$ cat src/hw/axil_pkg.sv
/*
 * AXI4-Lite widths and encodings for a 32-bit data bus with an 8-bit address.
 * Only the OKAY and SLVERR responses are used by this design.
 */
package axil_pkg;

  // Byte addresses on the bus
  localparam int unsigned AXIL_ADDR_W = 8;
  localparam int unsigned AXIL_DATA_W = 32;
  // One strobe bit per data byte
  localparam int unsigned AXIL_STRB_W = AXIL_DATA_W / 8;
  localparam int unsigned AXIL_PROT_W = 3;
  localparam int unsigned AXIL_RESP_W = 2;

  typedef logic [AXIL_ADDR_W-1:0] axil_addr_t;
  typedef logic [AXIL_DATA_W-1:0] axil_data_t;
  typedef logic [AXIL_STRB_W-1:0] axil_strb_t;
  typedef logic [AXIL_PROT_W-1:0] axil_prot_t;
  typedef logic [AXIL_RESP_W-1:0] axil_resp_t;

  // Response codes as defined by the AXI specification
  localparam axil_resp_t RESP_OKAY   = 2'b00;
  localparam axil_resp_t RESP_SLVERR = 2'b10;

  // AxPROT[0] marks a privileged access
  localparam int unsigned PROT_PRIV_BIT = 0;

endpackage

$ cat src/hw/regfile_pkg.sv
/*
 * Register file geometry and contents. Base address must be aligned to 32 bytes.
 * Bytes past REG_NUM_BYTES inside the last chunk are unmapped and read as zero.
 */
package regfile_pkg;

  // Ten bytes leave the last bus-wide chunk half filled
  localparam int unsigned REG_NUM_BYTES = 10;
  localparam int unsigned NUM_CHUNKS =
      (REG_NUM_BYTES + axil_pkg::AXIL_STRB_W - 1) / axil_pkg::AXIL_STRB_W;

  // Address bits that are decoded, one more than the byte index needs
  localparam int unsigned OFFS_W = $clog2(REG_NUM_BYTES) + 1;
  // Chunk index covers the whole decoded offset so out-of-range chunks are visible
  localparam int unsigned CHUNK_IDX_W = OFFS_W - $clog2(axil_pkg::AXIL_STRB_W);

  typedef logic [CHUNK_IDX_W-1:0]     chunk_idx_t;
  typedef logic [7:0]                 reg_byte_t;
  // Byte i sits at bits [8*i +: 8]
  typedef logic [8*REG_NUM_BYTES-1:0] reg_bytes_t;
  typedef logic [REG_NUM_BYTES-1:0]   reg_mask_t;

  // Bytes 2, 3 and 8 cannot be written from the bus
  localparam reg_mask_t REG_READ_ONLY = 10'b01_0000_1100;

  // Reset values listed from byte 9 down to byte 0
  localparam reg_bytes_t REG_RST_VAL = {
    8'h9A, 8'h89, 8'h78, 8'h67, 8'h56,
    8'h45, 8'h34, 8'h23, 8'h12, 8'h01
  };

  // Unprivileged reads and writes are refused with SLVERR
  localparam bit PRIV_ONLY = 1'b1;

  // Data returned on every refused read
  localparam axil_pkg::axil_data_t ERR_RDATA = 32'hBA5E1E55;

endpackage

$ cat src/hw/regfile_req_decode.sv
/*
 * Address and protection check for one AXI address channel.
 * Address bits above OFFS_W are ignored, so the register file aliases upward.
 */
module regfile_req_decode (
  input  axil_pkg::axil_addr_t    addr_i,
  input  axil_pkg::axil_prot_t    prot_i,
  output regfile_pkg::chunk_idx_t chunk_o,
  output logic                    allowed_o
);
  import axil_pkg::*;
  import regfile_pkg::*;

  logic [OFFS_W-1:0] offs;
  logic              in_range;
  logic              prot_ok;

  // Only the low bits of the address select a byte in this module
  assign offs = addr_i[OFFS_W-1:0];

  // Each chunk is one bus word wide
  assign chunk_o = chunk_idx_t'(offs / AXIL_STRB_W);

  // Chunks past the last mapped one answer with an error
  assign in_range = (chunk_o < NUM_CHUNKS);

  // With PRIV_ONLY set the privileged bit of AxPROT must be high
  assign prot_ok = !PRIV_ONLY || prot_i[PROT_PRIV_BIT];

  assign allowed_o = in_range && prot_ok;

endmodule

$ cat src/hw/regfile_write_ctrl.sv
/*
 * Write acceptance for paired AW and W beats. AW and W are taken in the same cycle only.
 * b_ready_i must come from a registered source so that no loop forms through the readies.
 */
module regfile_write_ctrl (
  input  logic                    aw_valid_i,
  input  logic                    w_valid_i,
  input  axil_pkg::axil_data_t    w_data_i,
  input  axil_pkg::axil_strb_t    w_strb_i,
  input  regfile_pkg::chunk_idx_t chunk_i,
  input  logic                    allowed_i,
  input  regfile_pkg::reg_mask_t  reg_load_i,
  input  logic                    b_ready_i,
  output logic                    aw_ready_o,
  output logic                    w_ready_o,
  output logic                    b_valid_o,
  output axil_pkg::axil_resp_t    b_resp_o,
  output regfile_pkg::reg_mask_t  wr_en_o,
  output regfile_pkg::reg_bytes_t wr_data_o
);
  import axil_pkg::*;
  import regfile_pkg::*;

  reg_mask_t in_chunk;
  reg_mask_t strobed;
  reg_mask_t writable;
  logic      chunk_ro;
  logic      load_conflict;
  logic      take;

  // Map strobe lanes onto register bytes
  always_comb begin
    for (int j = 0; j < REG_NUM_BYTES; j++) begin
      // Byte j belongs to chunk j/4 and sits on lane j%4 of the bus
      in_chunk[j]          = (chunk_i == chunk_idx_t'(j / AXIL_STRB_W));
      strobed[j]           = in_chunk[j] & w_strb_i[j % AXIL_STRB_W];
      // Lane routing is fixed, so the data needs no multiplexer
      wr_data_o[8*j +: 8]  = w_data_i[8*(j % AXIL_STRB_W) +: 8];
    end
  end

  // Bytes that the bus may modify in this write
  assign writable = strobed & ~REG_READ_ONLY;

  // A chunk with no bus-writable byte at all rejects every write
  assign chunk_ro = ~(|(in_chunk & ~REG_READ_ONLY));

  // A logic load on a strobed writable byte holds the write back.
  // Refused writes never touch the store, so they do not stall
  assign load_conflict = allowed_i & (|(writable & reg_load_i));

  // Both address and data must be present and the B slot free
  assign take = aw_valid_i & w_valid_i & b_ready_i & ~load_conflict;

  assign aw_ready_o = take;
  assign w_ready_o  = take;

  // The response is pushed in the same cycle as the transfer
  assign b_valid_o = take;
  assign b_resp_o  = (allowed_i && !chunk_ro) ? RESP_OKAY : RESP_SLVERR;

  // Byte enables only fire on an accepted and allowed write
  assign wr_en_o = (take && allowed_i && !chunk_ro) ? writable : '0;

endmodule

$ cat src/hw/regfile_byte_store.sv
/*
 * Byte registers with individual reset values. A logic load wins over a bus write.
 * Read-only bytes ignore bus writes and change only through reg_load_i.
 */
module regfile_byte_store (
  input  logic                    clk_i,
  input  logic                    arst_n_i,
  input  regfile_pkg::reg_mask_t  wr_en_i,
  input  regfile_pkg::reg_bytes_t wr_data_i,
  input  regfile_pkg::reg_mask_t  reg_load_i,
  input  regfile_pkg::reg_bytes_t reg_d_i,
  output regfile_pkg::reg_bytes_t reg_q_o
);
  import regfile_pkg::*;

  for (genvar j = 0; j < REG_NUM_BYTES; j++) begin : gen_byte
    reg_byte_t byte_q;
    logic      bus_wr;

    // Second guard on the read-only mask, kept local to the storage
    assign bus_wr = wr_en_i[j] & ~REG_READ_ONLY[j];

    always_ff @(posedge clk_i or negedge arst_n_i) begin
      if (!arst_n_i) begin
        byte_q <= REG_RST_VAL[8*j +: 8];
      end else if (reg_load_i[j]) begin
        // Logic side has priority, the write side stalls on conflicts anyway
        byte_q <= reg_d_i[8*j +: 8];
      end else if (bus_wr) begin
        byte_q <= wr_data_i[8*j +: 8];
      end
    end

    assign reg_q_o[8*j +: 8] = byte_q;
  end

endmodule

$ cat src/hw/regfile_read_mux.sv
/*
 * Read data selection for one chunk. Purely combinational.
 * Refused reads return the fixed ERR_RDATA pattern with SLVERR.
 */
module regfile_read_mux (
  input  regfile_pkg::chunk_idx_t chunk_i,
  input  logic                    allowed_i,
  input  regfile_pkg::reg_bytes_t reg_q_i,
  output axil_pkg::axil_data_t    r_data_o,
  output axil_pkg::axil_resp_t    r_resp_o
);
  import axil_pkg::*;
  import regfile_pkg::*;

  always_comb begin
    // Error pattern unless the decoder passed the request
    r_data_o = ERR_RDATA;
    r_resp_o = RESP_SLVERR;

    if (allowed_i) begin
      // Lanes without a mapped byte stay zero
      r_data_o = '0;
      r_resp_o = RESP_OKAY;
      for (int j = 0; j < REG_NUM_BYTES; j++) begin
        // Each byte drives its fixed lane when its chunk is selected
        if (chunk_i == chunk_idx_t'(j / AXIL_STRB_W)) begin
          r_data_o[8*(j % AXIL_STRB_W) +: 8] = reg_q_i[8*j +: 8];
        end
      end
    end
  end

endmodule

$ cat src/hw/regfile_spill.sv
/*
 * Two-entry FIFO register on a valid/ready channel. All outputs come straight from flops.
 * ready_o rises one cycle after reset release.
 */
module regfile_spill #(
  parameter int unsigned WIDTH = 1
) (
  input  logic             clk_i,
  input  logic             arst_n_i,
  input  logic             valid_i,
  output logic             ready_o,
  input  logic [WIDTH-1:0] data_i,
  output logic             valid_o,
  input  logic             ready_i,
  output logic [WIDTH-1:0] data_o
);

  // Slot a holds the oldest entry and slot b the one behind it
  logic [WIDTH-1:0] a_q;
  logic [WIDTH-1:0] b_q;
  logic             a_full_q;
  logic             b_full_q;
  logic             a_full_d;
  logic             b_full_d;
  logic             ready_q;
  logic             push;
  logic             pop;

  assign push = valid_i & ready_q;
  assign pop  = a_full_q & ready_i;

  always_comb begin
    a_full_d = a_full_q;
    b_full_d = b_full_q;
    if (pop) begin
      // The second entry moves up, or slot a refills from the input
      if (b_full_q) begin
        b_full_d = 1'b0;
      end else begin
        a_full_d = push;
      end
    end else if (push) begin
      if (a_full_q) begin
        b_full_d = 1'b1;
      end else begin
        a_full_d = 1'b1;
      end
    end
  end

  always_ff @(posedge clk_i or negedge arst_n_i) begin
    if (!arst_n_i) begin
      a_full_q <= 1'b0;
      b_full_q <= 1'b0;
      ready_q  <= 1'b0;
    end else begin
      a_full_q <= a_full_d;
      b_full_q <= b_full_d;
      // Accept while fewer than two entries will be held
      ready_q  <= ~b_full_d;
    end
  end

  always_ff @(posedge clk_i) begin
    if (pop && b_full_q) begin
      a_q <= b_q;
    end else if (push && (!a_full_q || pop)) begin
      a_q <= data_i;
    end
    if (push && a_full_q && !pop) begin
      b_q <= data_i;
    end
  end

  assign ready_o = ready_q;
  assign valid_o = a_full_q;
  assign data_o  = a_q;

endmodule

$ cat src/hw/axil_regfile_top.sv
/*
 * AXI4-Lite register file with a direct logic load port. B and R are fully registered.
 * reg_load_i on a writable byte stalls any bus write that strobes that byte.
 */
module axil_regfile_top (
  input  logic                    clk_i,
  input  logic                    arst_n_i,
  // Write address and data
  input  axil_pkg::axil_addr_t    aw_addr_i,
  input  axil_pkg::axil_prot_t    aw_prot_i,
  input  logic                    aw_valid_i,
  output logic                    aw_ready_o,
  input  axil_pkg::axil_data_t    w_data_i,
  input  axil_pkg::axil_strb_t    w_strb_i,
  input  logic                    w_valid_i,
  output logic                    w_ready_o,
  output axil_pkg::axil_resp_t    b_resp_o,
  output logic                    b_valid_o,
  input  logic                    b_ready_i,
  // Read address and data
  input  axil_pkg::axil_addr_t    ar_addr_i,
  input  axil_pkg::axil_prot_t    ar_prot_i,
  input  logic                    ar_valid_i,
  output logic                    ar_ready_o,
  output axil_pkg::axil_data_t    r_data_o,
  output axil_pkg::axil_resp_t    r_resp_o,
  output logic                    r_valid_o,
  input  logic                    r_ready_i,
  // Logic side
  input  regfile_pkg::reg_bytes_t reg_d_i,
  input  regfile_pkg::reg_mask_t  reg_load_i,
  output regfile_pkg::reg_bytes_t reg_q_o
);
  import axil_pkg::*;
  import regfile_pkg::*;

  chunk_idx_t aw_chunk;
  logic       aw_allowed;
  chunk_idx_t ar_chunk;
  logic       ar_allowed;
  logic       b_valid;
  logic       b_ready;
  axil_resp_t b_resp;
  reg_mask_t  wr_en;
  reg_bytes_t wr_data;
  axil_data_t r_data;
  axil_resp_t r_resp;
  // R channel packed as data over response
  logic [AXIL_DATA_W+AXIL_RESP_W-1:0] r_chan_in;
  logic [AXIL_DATA_W+AXIL_RESP_W-1:0] r_chan_out;

  regfile_req_decode u_aw_decode (
    .addr_i    (aw_addr_i),
    .prot_i    (aw_prot_i),
    .chunk_o   (aw_chunk),
    .allowed_o (aw_allowed)
  );

  regfile_req_decode u_ar_decode (
    .addr_i    (ar_addr_i),
    .prot_i    (ar_prot_i),
    .chunk_o   (ar_chunk),
    .allowed_o (ar_allowed)
  );

  regfile_write_ctrl u_write_ctrl (
    .aw_valid_i (aw_valid_i),
    .w_valid_i  (w_valid_i),
    .w_data_i   (w_data_i),
    .w_strb_i   (w_strb_i),
    .chunk_i    (aw_chunk),
    .allowed_i  (aw_allowed),
    .reg_load_i (reg_load_i),
    .b_ready_i  (b_ready),
    .aw_ready_o (aw_ready_o),
    .w_ready_o  (w_ready_o),
    .b_valid_o  (b_valid),
    .b_resp_o   (b_resp),
    .wr_en_o    (wr_en),
    .wr_data_o  (wr_data)
  );

  regfile_byte_store u_byte_store (
    .clk_i      (clk_i),
    .arst_n_i   (arst_n_i),
    .wr_en_i    (wr_en),
    .wr_data_i  (wr_data),
    .reg_load_i (reg_load_i),
    .reg_d_i    (reg_d_i),
    .reg_q_o    (reg_q_o)
  );

  regfile_read_mux u_read_mux (
    .chunk_i   (ar_chunk),
    .allowed_i (ar_allowed),
    .reg_q_i   (reg_q_o),
    .r_data_o  (r_data),
    .r_resp_o  (r_resp)
  );

  // B response slot, its ready gates write acceptance
  regfile_spill #(
    .WIDTH (AXIL_RESP_W)
  ) u_b_spill (
    .clk_i    (clk_i),
    .arst_n_i (arst_n_i),
    .valid_i  (b_valid),
    .ready_o  (b_ready),
    .data_i   (b_resp),
    .valid_o  (b_valid_o),
    .ready_i  (b_ready_i),
    .data_o   (b_resp_o)
  );

  // The AR handshake is the push into the R slot, data sampled in that cycle
  assign r_chan_in = {r_data, r_resp};

  regfile_spill #(
    .WIDTH (AXIL_DATA_W + AXIL_RESP_W)
  ) u_r_spill (
    .clk_i    (clk_i),
    .arst_n_i (arst_n_i),
    .valid_i  (ar_valid_i),
    .ready_o  (ar_ready_o),
    .data_i   (r_chan_in),
    .valid_o  (r_valid_o),
    .ready_i  (r_ready_i),
    .data_o   (r_chan_out)
  );

  assign r_data_o = r_chan_out[AXIL_RESP_W +: AXIL_DATA_W];
  assign r_resp_o = r_chan_out[AXIL_RESP_W-1:0];

endmodule

$ cat config.mk
export PLATFORM = sky130hd
export DESIGN_NAME = axil_regfile_top
export DESIGN_NICKNAME = d
export VERILOG_FILES = /design/src/hw/axil_pkg.sv /design/src/hw/regfile_pkg.sv /design/src/hw/regfile_req_decode.sv /design/src/hw/regfile_write_ctrl.sv /design/src/hw/regfile_byte_store.sv /design/src/hw/regfile_read_mux.sv /design/src/hw/regfile_spill.sv /design/src/hw/axil_regfile_top.sv
export SDC_FILE = /design/constraint.sdc
export NUM_CORES = 1
export LEC_CHECK = 0
export BUFFER_PORTS_ARGS = -buffer_cell sky130_fd_sc_hd__buf_4
export CORE_AREA = 3 3 197 151
export CTS_CLUSTER_DIAMETER = 50
export DETAILED_ROUTE_END_ITERATION = 12
export DIE_AREA = 0 0 200 154
export PLACE_DENSITY_LB_ADDON = 0.08
export SLEW_MARGIN = 20
export SYNTH_ARGS = -nofsm -noshare
export SYNTH_HDL_FRONTEND = slang
export SYNTH_HIERARCHICAL = 1
export SYNTH_SLANG_ARGS = --single-unit
export TNS_END_PERCENT = 100
$ cat constraint.sdc
create_clock -name clk_i -period 9.8 [get_ports clk_i]
set_clock_uncertainty 0.05 [all_clocks]
set_input_delay 0.49 -clock clk_i [delete_from_list [all_inputs] [get_ports clk_i]]
set_output_delay 0.49 -clock clk_i [all_outputs]
set_load 0.02 [all_outputs]
==> results of run 1 <==
## routing by layer
layer | track usage [%] | vias up
met4 | 3.321 | 0
li1 | - | 2564
met3 | 3.680 | 12
met2 | 23.29 | 119
met1 | 22.94 | 2609
met5 | 0 | -
## placed cells by master (no fill, tap or decap), drive strengths merged, types with 4 or more instances in the layout
master / count
edfxtp: 72
a211oi: 18
nand2: 61
mux2: 62
dfrtp: 54
mux2i: 80
buf: 264
nor2: 8
o221ai: 8
o21ai: 68
and3: 4
clkbuf: 18
nand2b: 18
nor2b: 10
dfstp: 32
inv: 13
## layout make-up
class / count / area [µm²]
fill: 2746 / 17470
timing repair buffer: 265 / 2012
clock inverter: 14 / 143.9
tap: 385 / 481.7
multi-input combinational: 366 / 3010
sequential: 158 / 4354
clock buffer: 18 / 429.2
inverter: 5 / 18.77
## worst paths after layout
kind	start	endpoint	slack [ps]	depth (start not counted)
max reg2reg	u_b_spill/ready_o	u_byte_store/gen_byte[1].byte_q[6]	7660	5
min	reg_d_i[73]	u_byte_store/gen_byte[9].byte_q[1]	230	3
max in group asynchronous	arst_n_i	u_byte_store/gen_byte[1].byte_q[7]	8070	3
min reg2reg	u_r_spill/b_q[20]	u_r_spill/data_o[20]	490	1
min in group asynchronous	arst_n_i	u_byte_store/gen_byte[0].byte_q[4]	530	2
max	reg_load_i[5]	u_byte_store/gen_byte[1].byte_q[6]	7380	7
## sequential cells by signal (all words and copies together) (netlist names), 2 cells and up
name	count
u_byte_store/gen_byte.byte_q	80
u_r_spill/b_q	34
u_r_spill/data_o	34
u_b_spill/b_q	2
u_b_spill/data_o	2
## stage by stage
stage               setup slack [ps]  cell area (µm²)
global route                    7206            10450
CTS                             7350            10420
global placement                6930             9839
detailed placement              6891             9839
finish                          7378            10450
floorplan                       6227             8174
## power by group
part           total, µW  internal [µW]  switching [µW]
Combinational        524            239             285
Clock                647            339             308
Sequential           886            824            62.0
Total               2060           1400             655
## critical path, delay by kind of cell
kind            cells  cell delay [ps]
buf+inv             1              180
compound gates      2              360
simple gates        2             1070
mux                 2              560
## repair_timing
item / CTS / global route
hold buffers: 1 / 0
setup endpoints to repair: 0 / 0
hold endpoints to repair: 13 / 0
gates resized for setup: 0 / 0
==> impl_table.tex, run 1 <==
\begin{tabular}{lr}
\hline
Metric & Value \\
\hline
\multicolumn{2}{l}{\textbf{CTS}} \\
\quad Max Root-Sink Buffers & 2 \\
\quad Clock-pin slew reported for the worst setup and hold paths after clock tree synthesis & around 70 ps \\
\quad Setup repair bufs after CTS & 0 \\
\quad Clock sinks & 158 \\
\quad Clk root buf & sky130\_fd\_sc\_hd\_\_clkbuf\_16 \\
\quad Clk\_lat worst skew & about 420 ps \\
\quad CTS tree & built \\
\quad CTS HTree Levels & 4 \\
\quad Number of buffers created by CTS & 17 \\
\multicolumn{2}{l}{\textbf{Power}} \\
\quad Leakage & $\sim$0.0044 µW \\
\quad Power per standard cell area & 196.9 nW/µm² \\
\quad Final Power & 2058 µW \\
\quad Maximum resistive drop on vdd & 0.1097 mV \\
\multicolumn{2}{l}{\textbf{Global routing}} \\
\quad Global-route wire length before repair & approximately 36 mm \\
\quad Antenna violations before repair & 0 \\
\quad Global routing usage summed across all routing layers & between 10\% and 20\% \\
\quad Number of global-route vias before repair & 5652 \\
\quad Total gr overflow & 0 \\
\quad Largest net degree at the start of global routing & between 50 and 60 \\
\multicolumn{2}{l}{\textbf{Worst setup path}} \\
\quad Data arrival time of the critical path & 2670 ps \\
\quad Data required time of the critical path & 10050 ps \\
\quad Ordered cell list for the critical path & buf\_4 -> mux2\_1 -> a32o\_1 -> nor4\_4 -> and4b\_1 -> mux2i\_1 -> o21ai\_1 \\
\quad Setup crit start kind & primary input \\
\quad Setup Crit Path Kind & primary input to register \\
\quad Kind of capture point of the worst setup path & register \\
\quad Critical path fanouts, max & 17 \\
\quad Critical path's largest stage delay & 650 ps \\
\quad Critical path's slowest cell & sky130\_fd\_sc\_hd\_\_and4b\_1 \\
\multicolumn{2}{l}{\textbf{Finish}} \\
\quad Nets & 968 \\
\quad Antenna diodes & 0 \\
\quad Final std cells w/o fill & 1211 \\
\quad Share of final-layout standard cells stronger than drive strength 1 & slightly below 50\% \\
\quad Area Growth Syn to Fin & 27.84\% \\
\quad Final core utilization & 37.43\% \\
\multicolumn{2}{l}{\textbf{STA}} \\
\quad Highest attainable clock frequency & just over 400 MHz \\
\quad Unrepaired setup endpoints after global routing & no \\
\quad Crit share post-route & around 25\% \\
\quad Number of max-slew violations in the final report & 0 \\
\quad Worst-Margin Slew & 770.3 ps \\
\quad Rel. slew slack & 48.48\% \\
\quad Final count of negative-setup-slack endpoints & 0 \\
\quad Final worst hold slack & 225.4 ps \\
\quad Final Critical Period & 2422 ps \\
\quad Setup total negative slack & 0 ps \\
\quad Final hold violation count & 0 \\
\multicolumn{2}{l}{\textbf{Floorplanning}} \\
\quad Std-Cell Rows & between 50 and 60 \\
\quad Die Footprint & 30800 µm² \\
\quad Effective utilization at floorplan & 29.28\% \\
\quad Die X-Extent & 200 µm \\
\quad Die boundary height & around 150 µm \\
\quad Area of the core region & 27920 µm² \\
\quad I/O pin count & roughly 280 \\
\multicolumn{2}{l}{\textbf{Routing}} \\
\quad Top Layer Used & met4 \\
\quad Met1 Routed Length & 11.84 mm \\
\quad Total wirelength of the detailed-routed design & 24.10 mm \\
\quad Drt initial violations & about 190 \\
\quad Remaining antenna violation count & 0 \\
\quad Met3 layer wire length in the routed design & 1.090 mm \\
\quad Average via count per standard cell & 4.380 \\
\quad Number of iterations in the first detailed-routing pass & 4 \\
\quad DRC & 0 \\
\quad DR vias & 5304 \\
\quad Average wire length per cell after detail routing & 19.90 µm \\
\quad Met2 WL post-DR & approximately 11 mm \\
\multicolumn{2}{l}{\textbf{Synthesis}} \\
\quad Mapped cell area & 8174 µm² \\
\quad Count of mapped cells out of synthesis & 629 \\
\quad Mapped Avg Cell Area & 13.00 µm² \\
\quad Post-Syn Nets & 784 \\
\quad Yosys warnings & 6 \\
\multicolumn{2}{l}{\textbf{Place}} \\
\quad Count of buffers from port buffering & 261 \\
\quad Placed wire-length estimate after detailed placement & 18.58 mm \\
\quad Global placement routability congestion & 0.8379 \\
\quad Total placed cells including tap cells & 1177 \\
\multicolumn{2}{l}{\textbf{Hold path}} \\
\quad Worst hold-check path type & primary input to register \\
\multicolumn{2}{l}{\textbf{Run}} \\
\quad Total of max-cap violations & 0 \\
\multicolumn{2}{l}{\textbf{Outcome}} \\
\quad Outcome & completed \\
\hline
\end{tabular}
Power figures use the tool's default switching activity.
==> run 2, diff against run 1 <==
- clock period: 9.8 -> 2.4 ns (I/O delays scaled with it)
==> run 2 against run 1 <==
Against the previous run:
- routed wire length rose by 9.8%
- sequential cell count unchanged
- register-to-register slack got worse by 7600 ps
- critical path depth unchanged
- first-iteration DRC count up 3.8%
- design area grew 18%
- clock-buffer cell count did not move
- global-route usage grew 1.8 points
- setup slack lost 7300 ps
- combinational power grew to 4.6 times the previous value
- largest power group unchanged
==> impl_table.tex, run 2 (same netlist as run 1, synthesis figures left out) <==
\begin{tabular}{lr}
\hline
Metric & Value \\
\hline
\multicolumn{2}{l}{\textbf{STA}} \\
\quad Highest attainable clock frequency & 431.7 MHz \\
\quad Worst-Margin Slew & 614.0 ps \\
\quad Final Critical Period & 2317 ps \\
\quad Setup total negative slack & 0 ps \\
\quad Crit share post-route & 96.52\% \\
\quad Final count of negative-setup-slack endpoints & 0 \\
\quad Unrepaired setup endpoints after global routing & no \\
\quad Number of max-slew violations in the final report & 0 \\
\quad Rel. slew slack & 58.82\% \\
\quad Final hold violation count & 0 \\
\multicolumn{2}{l}{\textbf{Routing}} \\
\quad Drt initial violations & roughly 190 \\
\quad DRC & 0 \\
\quad Average wire length per cell after detail routing & 18.93 µm \\
\quad Number of iterations in the first detailed-routing pass & 5 \\
\quad Average via count per standard cell & 4.403 \\
\quad Remaining antenna violation count & 0 \\
\quad Total wirelength of the detailed-routed design & 26.46 mm \\
\quad DR vias & $\sim$6200 \\
\multicolumn{2}{l}{\textbf{Worst setup path}} \\
\quad Ordered cell list for the critical path & nand3\_1 -> nor4\_4 -> buf\_4 -> and3\_4 -> mux2i\_1 -> o21ai\_1 -> dlygate4sd3\_1 \\
\quad Data arrival time of the critical path & 2620 ps \\
\quad Kind of capture point of the worst setup path & register \\
\quad Largest delay contributor family on the critical path & simple AND/OR/NAND/NOR gates \\
\quad Worst Reg2Reg Path Length in Cells & 7 \\
\quad Setup crit start kind & register \\
\quad Buffer and inverter count on the worst path & 2 \\
\quad Critical path's largest stage delay & 560 ps \\
\quad Cell depth of the worst setup path & 7 \\
\quad Setup Crit Path Kind & register to register \\
\quad Critical path fanouts, max & 8 \\
\quad Data required time of the critical path & 2700 ps \\
\quad Critical path's slowest cell & sky130\_fd\_sc\_hd\_\_dlygate4sd3\_1 \\
\multicolumn{2}{l}{\textbf{Global routing}} \\
\quad Largest net degree at the start of global routing & 38 \\
\quad Antenna violations before repair & 1 \\
\quad Number of global-route vias before repair & 6509 \\
\quad Total gr overflow & 0 \\
\quad Global routing usage summed across all routing layers & 17.37\% \\
\quad Global-route wire length before repair & slightly below 40 mm \\
\multicolumn{2}{l}{\textbf{Floorplanning}} \\
\quad Effective utilization at floorplan & 29.28\% \\
\quad Area of the core region & 27920 µm² \\
\quad Die boundary height & 154 µm \\
\quad Die Footprint & 30800 µm² \\
\quad Die X-Extent & 200 µm \\
\quad Std-Cell Rows & 53 \\
\quad I/O pin count & 276 \\
\multicolumn{2}{l}{\textbf{CTS}} \\
\quad Clock sinks & 158 \\
\quad Clock-pin slew reported for the worst setup and hold paths after clock tree synthesis & around 70 ps \\
\quad Max Root-Sink Buffers & 2 \\
\quad Clk root buf & sky130\_fd\_sc\_hd\_\_clkbuf\_16 \\
\quad CTS tree & built \\
\quad Number of buffers created by CTS & 17 \\
\quad CTS HTree Levels & 4 \\
\quad Clk\_lat worst skew & $\sim$430 ps \\
\multicolumn{2}{l}{\textbf{Finish}} \\
\quad Fillers & between 2000 and 3000 \\
\quad Register containing the most flip-flops in the final layout & u\_byte\_store/gen\_byte.byte\_q \\
\quad Final core utilization & between 40\% and 50\% \\
\quad Share of final-layout standard cells stronger than drive strength 1 & 41.21\% \\
\quad Number of flip-flops under the largest register name & 80 \\
\quad Area Growth Syn to Fin & 50.44\% \\
\quad Nets & between 1000 and 1500 \\
\quad Most frequent cells in the layout & 271 x sky130\_fd\_sc\_hd\_\_buf\_4, 177 x sky130\_fd\_sc\_hd\_\_dlygate4sd3\_1, 80 x sky130\_fd\_sc\_hd\_\_mux2i\_1 \\
\quad Commonest non-fill, non-tap cell in the layout & sky130\_fd\_sc\_hd\_\_buf\_4 \\
\multicolumn{2}{l}{\textbf{Outcome}} \\
\quad Outcome & completed \\
\multicolumn{2}{l}{\textbf{Place}} \\
\quad Count of buffers from port buffering & 261 \\
\quad Global placement routability congestion & 0.8520 \\
\quad Placed wire-length estimate after detailed placement & 19.00 mm \\
\multicolumn{2}{l}{\textbf{Power}} \\
\quad Leakage & around 0.005 µW \\
\quad Power per standard cell area & 700.2 nW/µm² \\
\quad Maximum resistive drop on vdd & 0.4850 mV \\
\multicolumn{2}{l}{\textbf{Hold path}} \\
\quad Hold path cells & 2 \\
\quad Worst hold-check path type & primary input to register \\
\multicolumn{2}{l}{\textbf{Run}} \\
\quad Total of max-cap violations & 0 \\
\hline
\end{tabular}
run 2: metrics by stage:
step | instances | cell area (µm²) | total power (µW) | hold WS (ps) | setup slack, ps
floorplan | 629 | 8192 | 4884 | -225.6 | 196.6
global placement | 1186 | 9951 | 5802 | 87.18 | 164.3
detailed placement | 1186 | 9951 | 5836 | 89.55 | 134.6
CTS | 1395 | 12280 | 8732 | 0.06539 | 19.26
global route | 1398 | 12300 | 9032 | 15.94 | 29.93
finish | 1398 | 12300 | 8610 | 33.48 | 83.49
run 2: power breakdown:
group | switching, µW | leakage (µW) | internal, µW
Sequential | 249 | 0.00163 | 3370
Combinational | 1240 | 0.00320 | 1170
Clock | 1210 | 0.000268 | 1370
Total | 2700 | 0.00510 | 5910
run 2: cell type report:
cell class | instances | area, µm² | share of cell area (%)
repair buffers | 451 | 3866 | 31.44
well taps | 385 | 481.7 | 3.917
multi-input cells | 366 | 3020 | 24.56
clock inverters | 14 | 123.9 | 1.007
inverters | 5 | 18.77 | 0.1526
diodes | 1 | 2.502 | 0.02035
clock buffers | 18 | 429.2 | 3.490
flip-flops and latches | 158 | 4354 | 35.41
run 2: worst paths after layout:
path / slack (ps) / start / endpoint
min in group asynchronous: 180 / arst_n_i / u_byte_store/gen_byte[0].byte_q[3]
setup / recovery: 80 / u_b_spill/ready_o / u_byte_store/gen_byte[7].byte_q[6]
max in group asynchronous: 1420 / arst_n_i / u_byte_store/gen_byte[6].byte_q[2]
hold / removal: 30 / reg_load_i[2] / u_byte_store/gen_byte[2].byte_q[2]
setup reg to reg: 80 / u_b_spill/ready_o / u_byte_store/gen_byte[7].byte_q[6]
hold reg to reg: 500 / u_byte_store/gen_byte[3].byte_q[6] / u_byte_store/gen_byte[3].byte_q[6]
run 2: timing repair:
item	CTS	global route
buffers inserted	0	2
resized for setup	0	1
hold buffers	177	0
hold endpoints to repair	121	0
setup endpoints to repair	0	3
run 2: worst reg2reg max path, cell delays in order, from the launching register on:
cell                            delay, ps
sky130_fd_sc_hd__dfrtp_1              370
sky130_fd_sc_hd__nand3_1              160
sky130_fd_sc_hd__nor4_4               340
sky130_fd_sc_hd__buf_4                180
sky130_fd_sc_hd__and3_4               290
sky130_fd_sc_hd__mux2i_1              220
sky130_fd_sc_hd__o21ai_1               90
sky130_fd_sc_hd__dlygate4sd3_1        560
run 2: routing by layer:
layer / vias to the layer above / wire length, µm / GRT usage (%)
met5: - / 0 / 0
met3: 21 / 1307 / 4.206
met2: 159 / 12390 / 27.07
met1: 3036 / 12400 / 24.28
li1: 2940 / - / -
met4: 0 / 359 / 4.450
==> run 3, diff against run 2 <==
- GPL_TIMING_DRIVEN: default -> 0
- SETUP_SLACK_MARGIN: default -> 0.3
==> run 3 against run 2 <==
Against the previous run:
- register-to-register slack better by 370 ps
- clock-buffer cell count up 1
- via count up 1.5%
- non-clock buffer count up 29
- die area unchanged
- hold slack worse by 12 ps
- total power up 3.1%
- critical endpoint is now u_byte_store/gen_byte[6].byte_q[4]
- largest cell class unchanged
- largest power group unchanged
==> impl_table.tex, run 3 (same netlist as run 1, synthesis figures left out) <==
\begin{tabular}{lr}
\hline
Metric & Value \\
\hline
\multicolumn{2}{l}{\textbf{Finish}} \\
\quad Register containing the most flip-flops in the final layout & u\_byte\_store/gen\_byte.byte\_q \\
\quad Area Growth Syn to Fin & 53.59\% \\
\quad Most frequent cells in the layout & 295 x sky130\_fd\_sc\_hd\_\_buf\_4, 151 x sky130\_fd\_sc\_hd\_\_dlygate4sd3\_1, 80 x sky130\_fd\_sc\_hd\_\_mux2i\_1 \\
\quad Fillers & 2616 \\
\quad Nets & 1183 \\
\quad Final std cell area, no fill & 12550 µm² \\
\quad Number of flip-flops under the largest register name & 80 \\
\quad Share of final-layout standard cells stronger than drive strength 1 & 45.05\% \\
\quad Commonest non-fill, non-tap cell in the layout & sky130\_fd\_sc\_hd\_\_buf\_4 \\
\multicolumn{2}{l}{\textbf{STA}} \\
\quad Final Critical Period & between 1500 and 2000 ps \\
\quad Number of max-slew violations in the final report & 0 \\
\quad Setup total negative slack & 0 ps \\
\quad Unrepaired setup endpoints after global routing & no \\
\quad Final count of negative-setup-slack endpoints & 0 \\
\quad Crit share post-route & 82.21\% \\
\quad Rel. slew slack & between 40\% and 50\% \\
\quad Highest attainable clock frequency & 506.8 MHz \\
\quad Worst-Margin Slew & just under 900 ps \\
\quad Final hold violation count & 0 \\
\multicolumn{2}{l}{\textbf{Floorplanning}} \\
\quad Die X-Extent & 200 µm \\
\quad Effective utilization at floorplan & 29.28\% \\
\quad Area of the core region & 27920 µm² \\
\quad Std-Cell Rows & 53 \\
\quad Die Footprint & just over 30000 µm² \\
\quad I/O pin count & 276 \\
\quad Die boundary height & 154 µm \\
\multicolumn{2}{l}{\textbf{CTS}} \\
\quad Clk root buf & sky130\_fd\_sc\_hd\_\_clkbuf\_16 \\
\quad Clock sinks & 158 \\
\quad Total of hold buffers inserted after clock tree synthesis & 151 \\
\quad Max Root-Sink Buffers & 2 \\
\quad CTS HTree Levels & 4 \\
\quad Number of gates resized after CTS & 0 \\
\quad CTS tree & built \\
\quad Clock-pin slew reported for the worst setup and hold paths after clock tree synthesis & 60 ps \\
\quad Number of buffers created by CTS & 17 \\
\quad Setup repair bufs after CTS & 0 \\
\quad Clk\_lat worst skew & 430 ps \\
\multicolumn{2}{l}{\textbf{Routing}} \\
\quad Total wirelength of the detailed-routed design & 26.64 mm \\
\quad DRC & 0 \\
\quad Average wire length per cell after detail routing & 18.67 µm \\
\quad Number of iterations in the first detailed-routing pass & 5 \\
\quad Average via count per standard cell & 4.378 \\
\quad DR vias & 6248 \\
\quad Drt initial violations & 233 \\
\quad Remaining antenna violation count & 0 \\
\multicolumn{2}{l}{\textbf{Place}} \\
\quad Post-place instance area & approximately 10000 µm² \\
\quad Global placement routability congestion & 0.8819 \\
\quad Placed wire-length estimate after detailed placement & 19.73 mm \\
\quad Count of buffers from port buffering & about 230 \\
\multicolumn{2}{l}{\textbf{Hold path}} \\
\quad Worst hold-check path type & primary input to register \\
\multicolumn{2}{l}{\textbf{Global routing}} \\
\quad Number of global-route vias before repair & $\sim$6800 \\
\quad Global-route wire length before repair & 40.43 mm \\
\quad Total gr overflow & 0 \\
\quad Antenna violations before repair & 1 \\
\quad Largest net degree at the start of global routing & 87 \\
\quad Global routing usage summed across all routing layers & 17.37\% \\
\multicolumn{2}{l}{\textbf{Worst setup path}} \\
\quad Critical path's slowest cell & sky130\_fd\_sc\_hd\_\_dlygate4sd3\_1 \\
\quad Critical path fanouts, max & 8 \\
\quad Setup crit start kind & primary input \\
\quad Data required time of the critical path & 2640 ps \\
\quad Setup Crit Path Kind & primary input to register \\
\quad Critical path's largest stage delay & between 500 and 600 ps \\
\quad Kind of capture point of the worst setup path & register \\
\quad Data arrival time of the critical path & 2220 ps \\
\quad Ordered cell list for the critical path & dlygate4sd3\_1 -> buf\_4 -> a22o\_1 -> nor4\_4 -> and3\_2 -> buf\_6 -> mux2i\_1 -> o21ai\_1 \\
\multicolumn{2}{l}{\textbf{Run}} \\
\quad Total of max-cap violations & 0 \\
\multicolumn{2}{l}{\textbf{Power}} \\
\quad Maximum resistive drop on vdd & 0.4588 mV \\
\quad Leakage & 0.005342 µW \\
\quad Power per standard cell area & 707.3 nW/µm² \\
\multicolumn{2}{l}{\textbf{Outcome}} \\
\quad Outcome & completed \\
\hline
\end{tabular}
run 3: changes by cell type in the layout (fill, tap and decap cells not counted), sizes merged:
cell,before,now
clkbuf,18,23
clkinvlp,2,1
buf,274,325
dlygate4sd3,177,151
inv,14,13
bufinv,0,1
run 3: cell type report:
| cell class | instances | area, µm² | area share (%) |
|---|---|---|---|
| sequential | 158 | 4354 | 34.68 |
| timing repair buffer | 380 | 3269 | 26.04 |
| multi-input combinational | 366 | 3012 | 23.99 |
| buffer | 100 | 820.8 | 6.538 |
| tap | 385 | 481.7 | 3.837 |
| clock buffer | 19 | 454.2 | 3.618 |
| clock inverter | 13 | 141.4 | 1.126 |
| inverter | 5 | 18.77 | 0.1495 |
| antenna | 1 | 2.502 | 0.01993 |
run 3: per-layer routing:
layer | global-route usage [%] | vias up | wire, µm
met5 | 0 | - | 0
met4 | 4.118 | 0 | 350
met3 | 4.337 | 23 | 1451
met2 | 27.09 | 164 | 12320
met1 | 24.33 | 3067 | 12520
li1 | - | 2994 | -
run 3: final timing paths:
path / startpoint / end / slack [ps] / cells past startpoint
min reg2reg: u_b_spill/b_q[0] / u_b_spill/data_o[0] / 490 / 1
max in group asynchronous: arst_n_i / u_r_spill/valid_o / 1390 / 2
max reg2reg: u_b_spill/ready_o / u_byte_store/gen_byte[6].byte_q[4] / 450 / 6
min: reg_load_i[0] / u_byte_store/gen_byte[0].byte_q[7] / 20 / 3
min in group asynchronous: arst_n_i / u_byte_store/gen_byte[0].byte_q[4] / 300 / 2
max: reg_load_i[9] / u_byte_store/gen_byte[6].byte_q[4] / 430 / 8
run 3: through the flow:
stage          std cells  hold slack [ps]  power [µW]  utilization, %  worst slack [ps]
2_1_floorplan        629           -225.6        4899               -             291.2
3_3_place_gp        1240            286.0        5850           37.19             51.19
3_5_place_dp        1242            215.6        5909           37.31             60.99
4_1_cts             1425            1.117        8955           44.86             411.3
5_1_grt             1427            7.197        9322           44.97             320.3
6_report            1427            21.11        8880           44.97             426.9
run 3: power breakdown:
part           total (µW)  internal, µW  switching, µW
Sequential           3610          3360            251
Clock                2750          1530           1220
Combinational        2510          1260           1260
Total                8880          6150           2730
run 3: critical path: cells and delay by family:
family	cells	cell delay [ps]
AND/OR/NAND/NOR	2	660
multiplexers	1	220
AO/OA/AOI/OAI	2	340
buffers and inverters	3	880
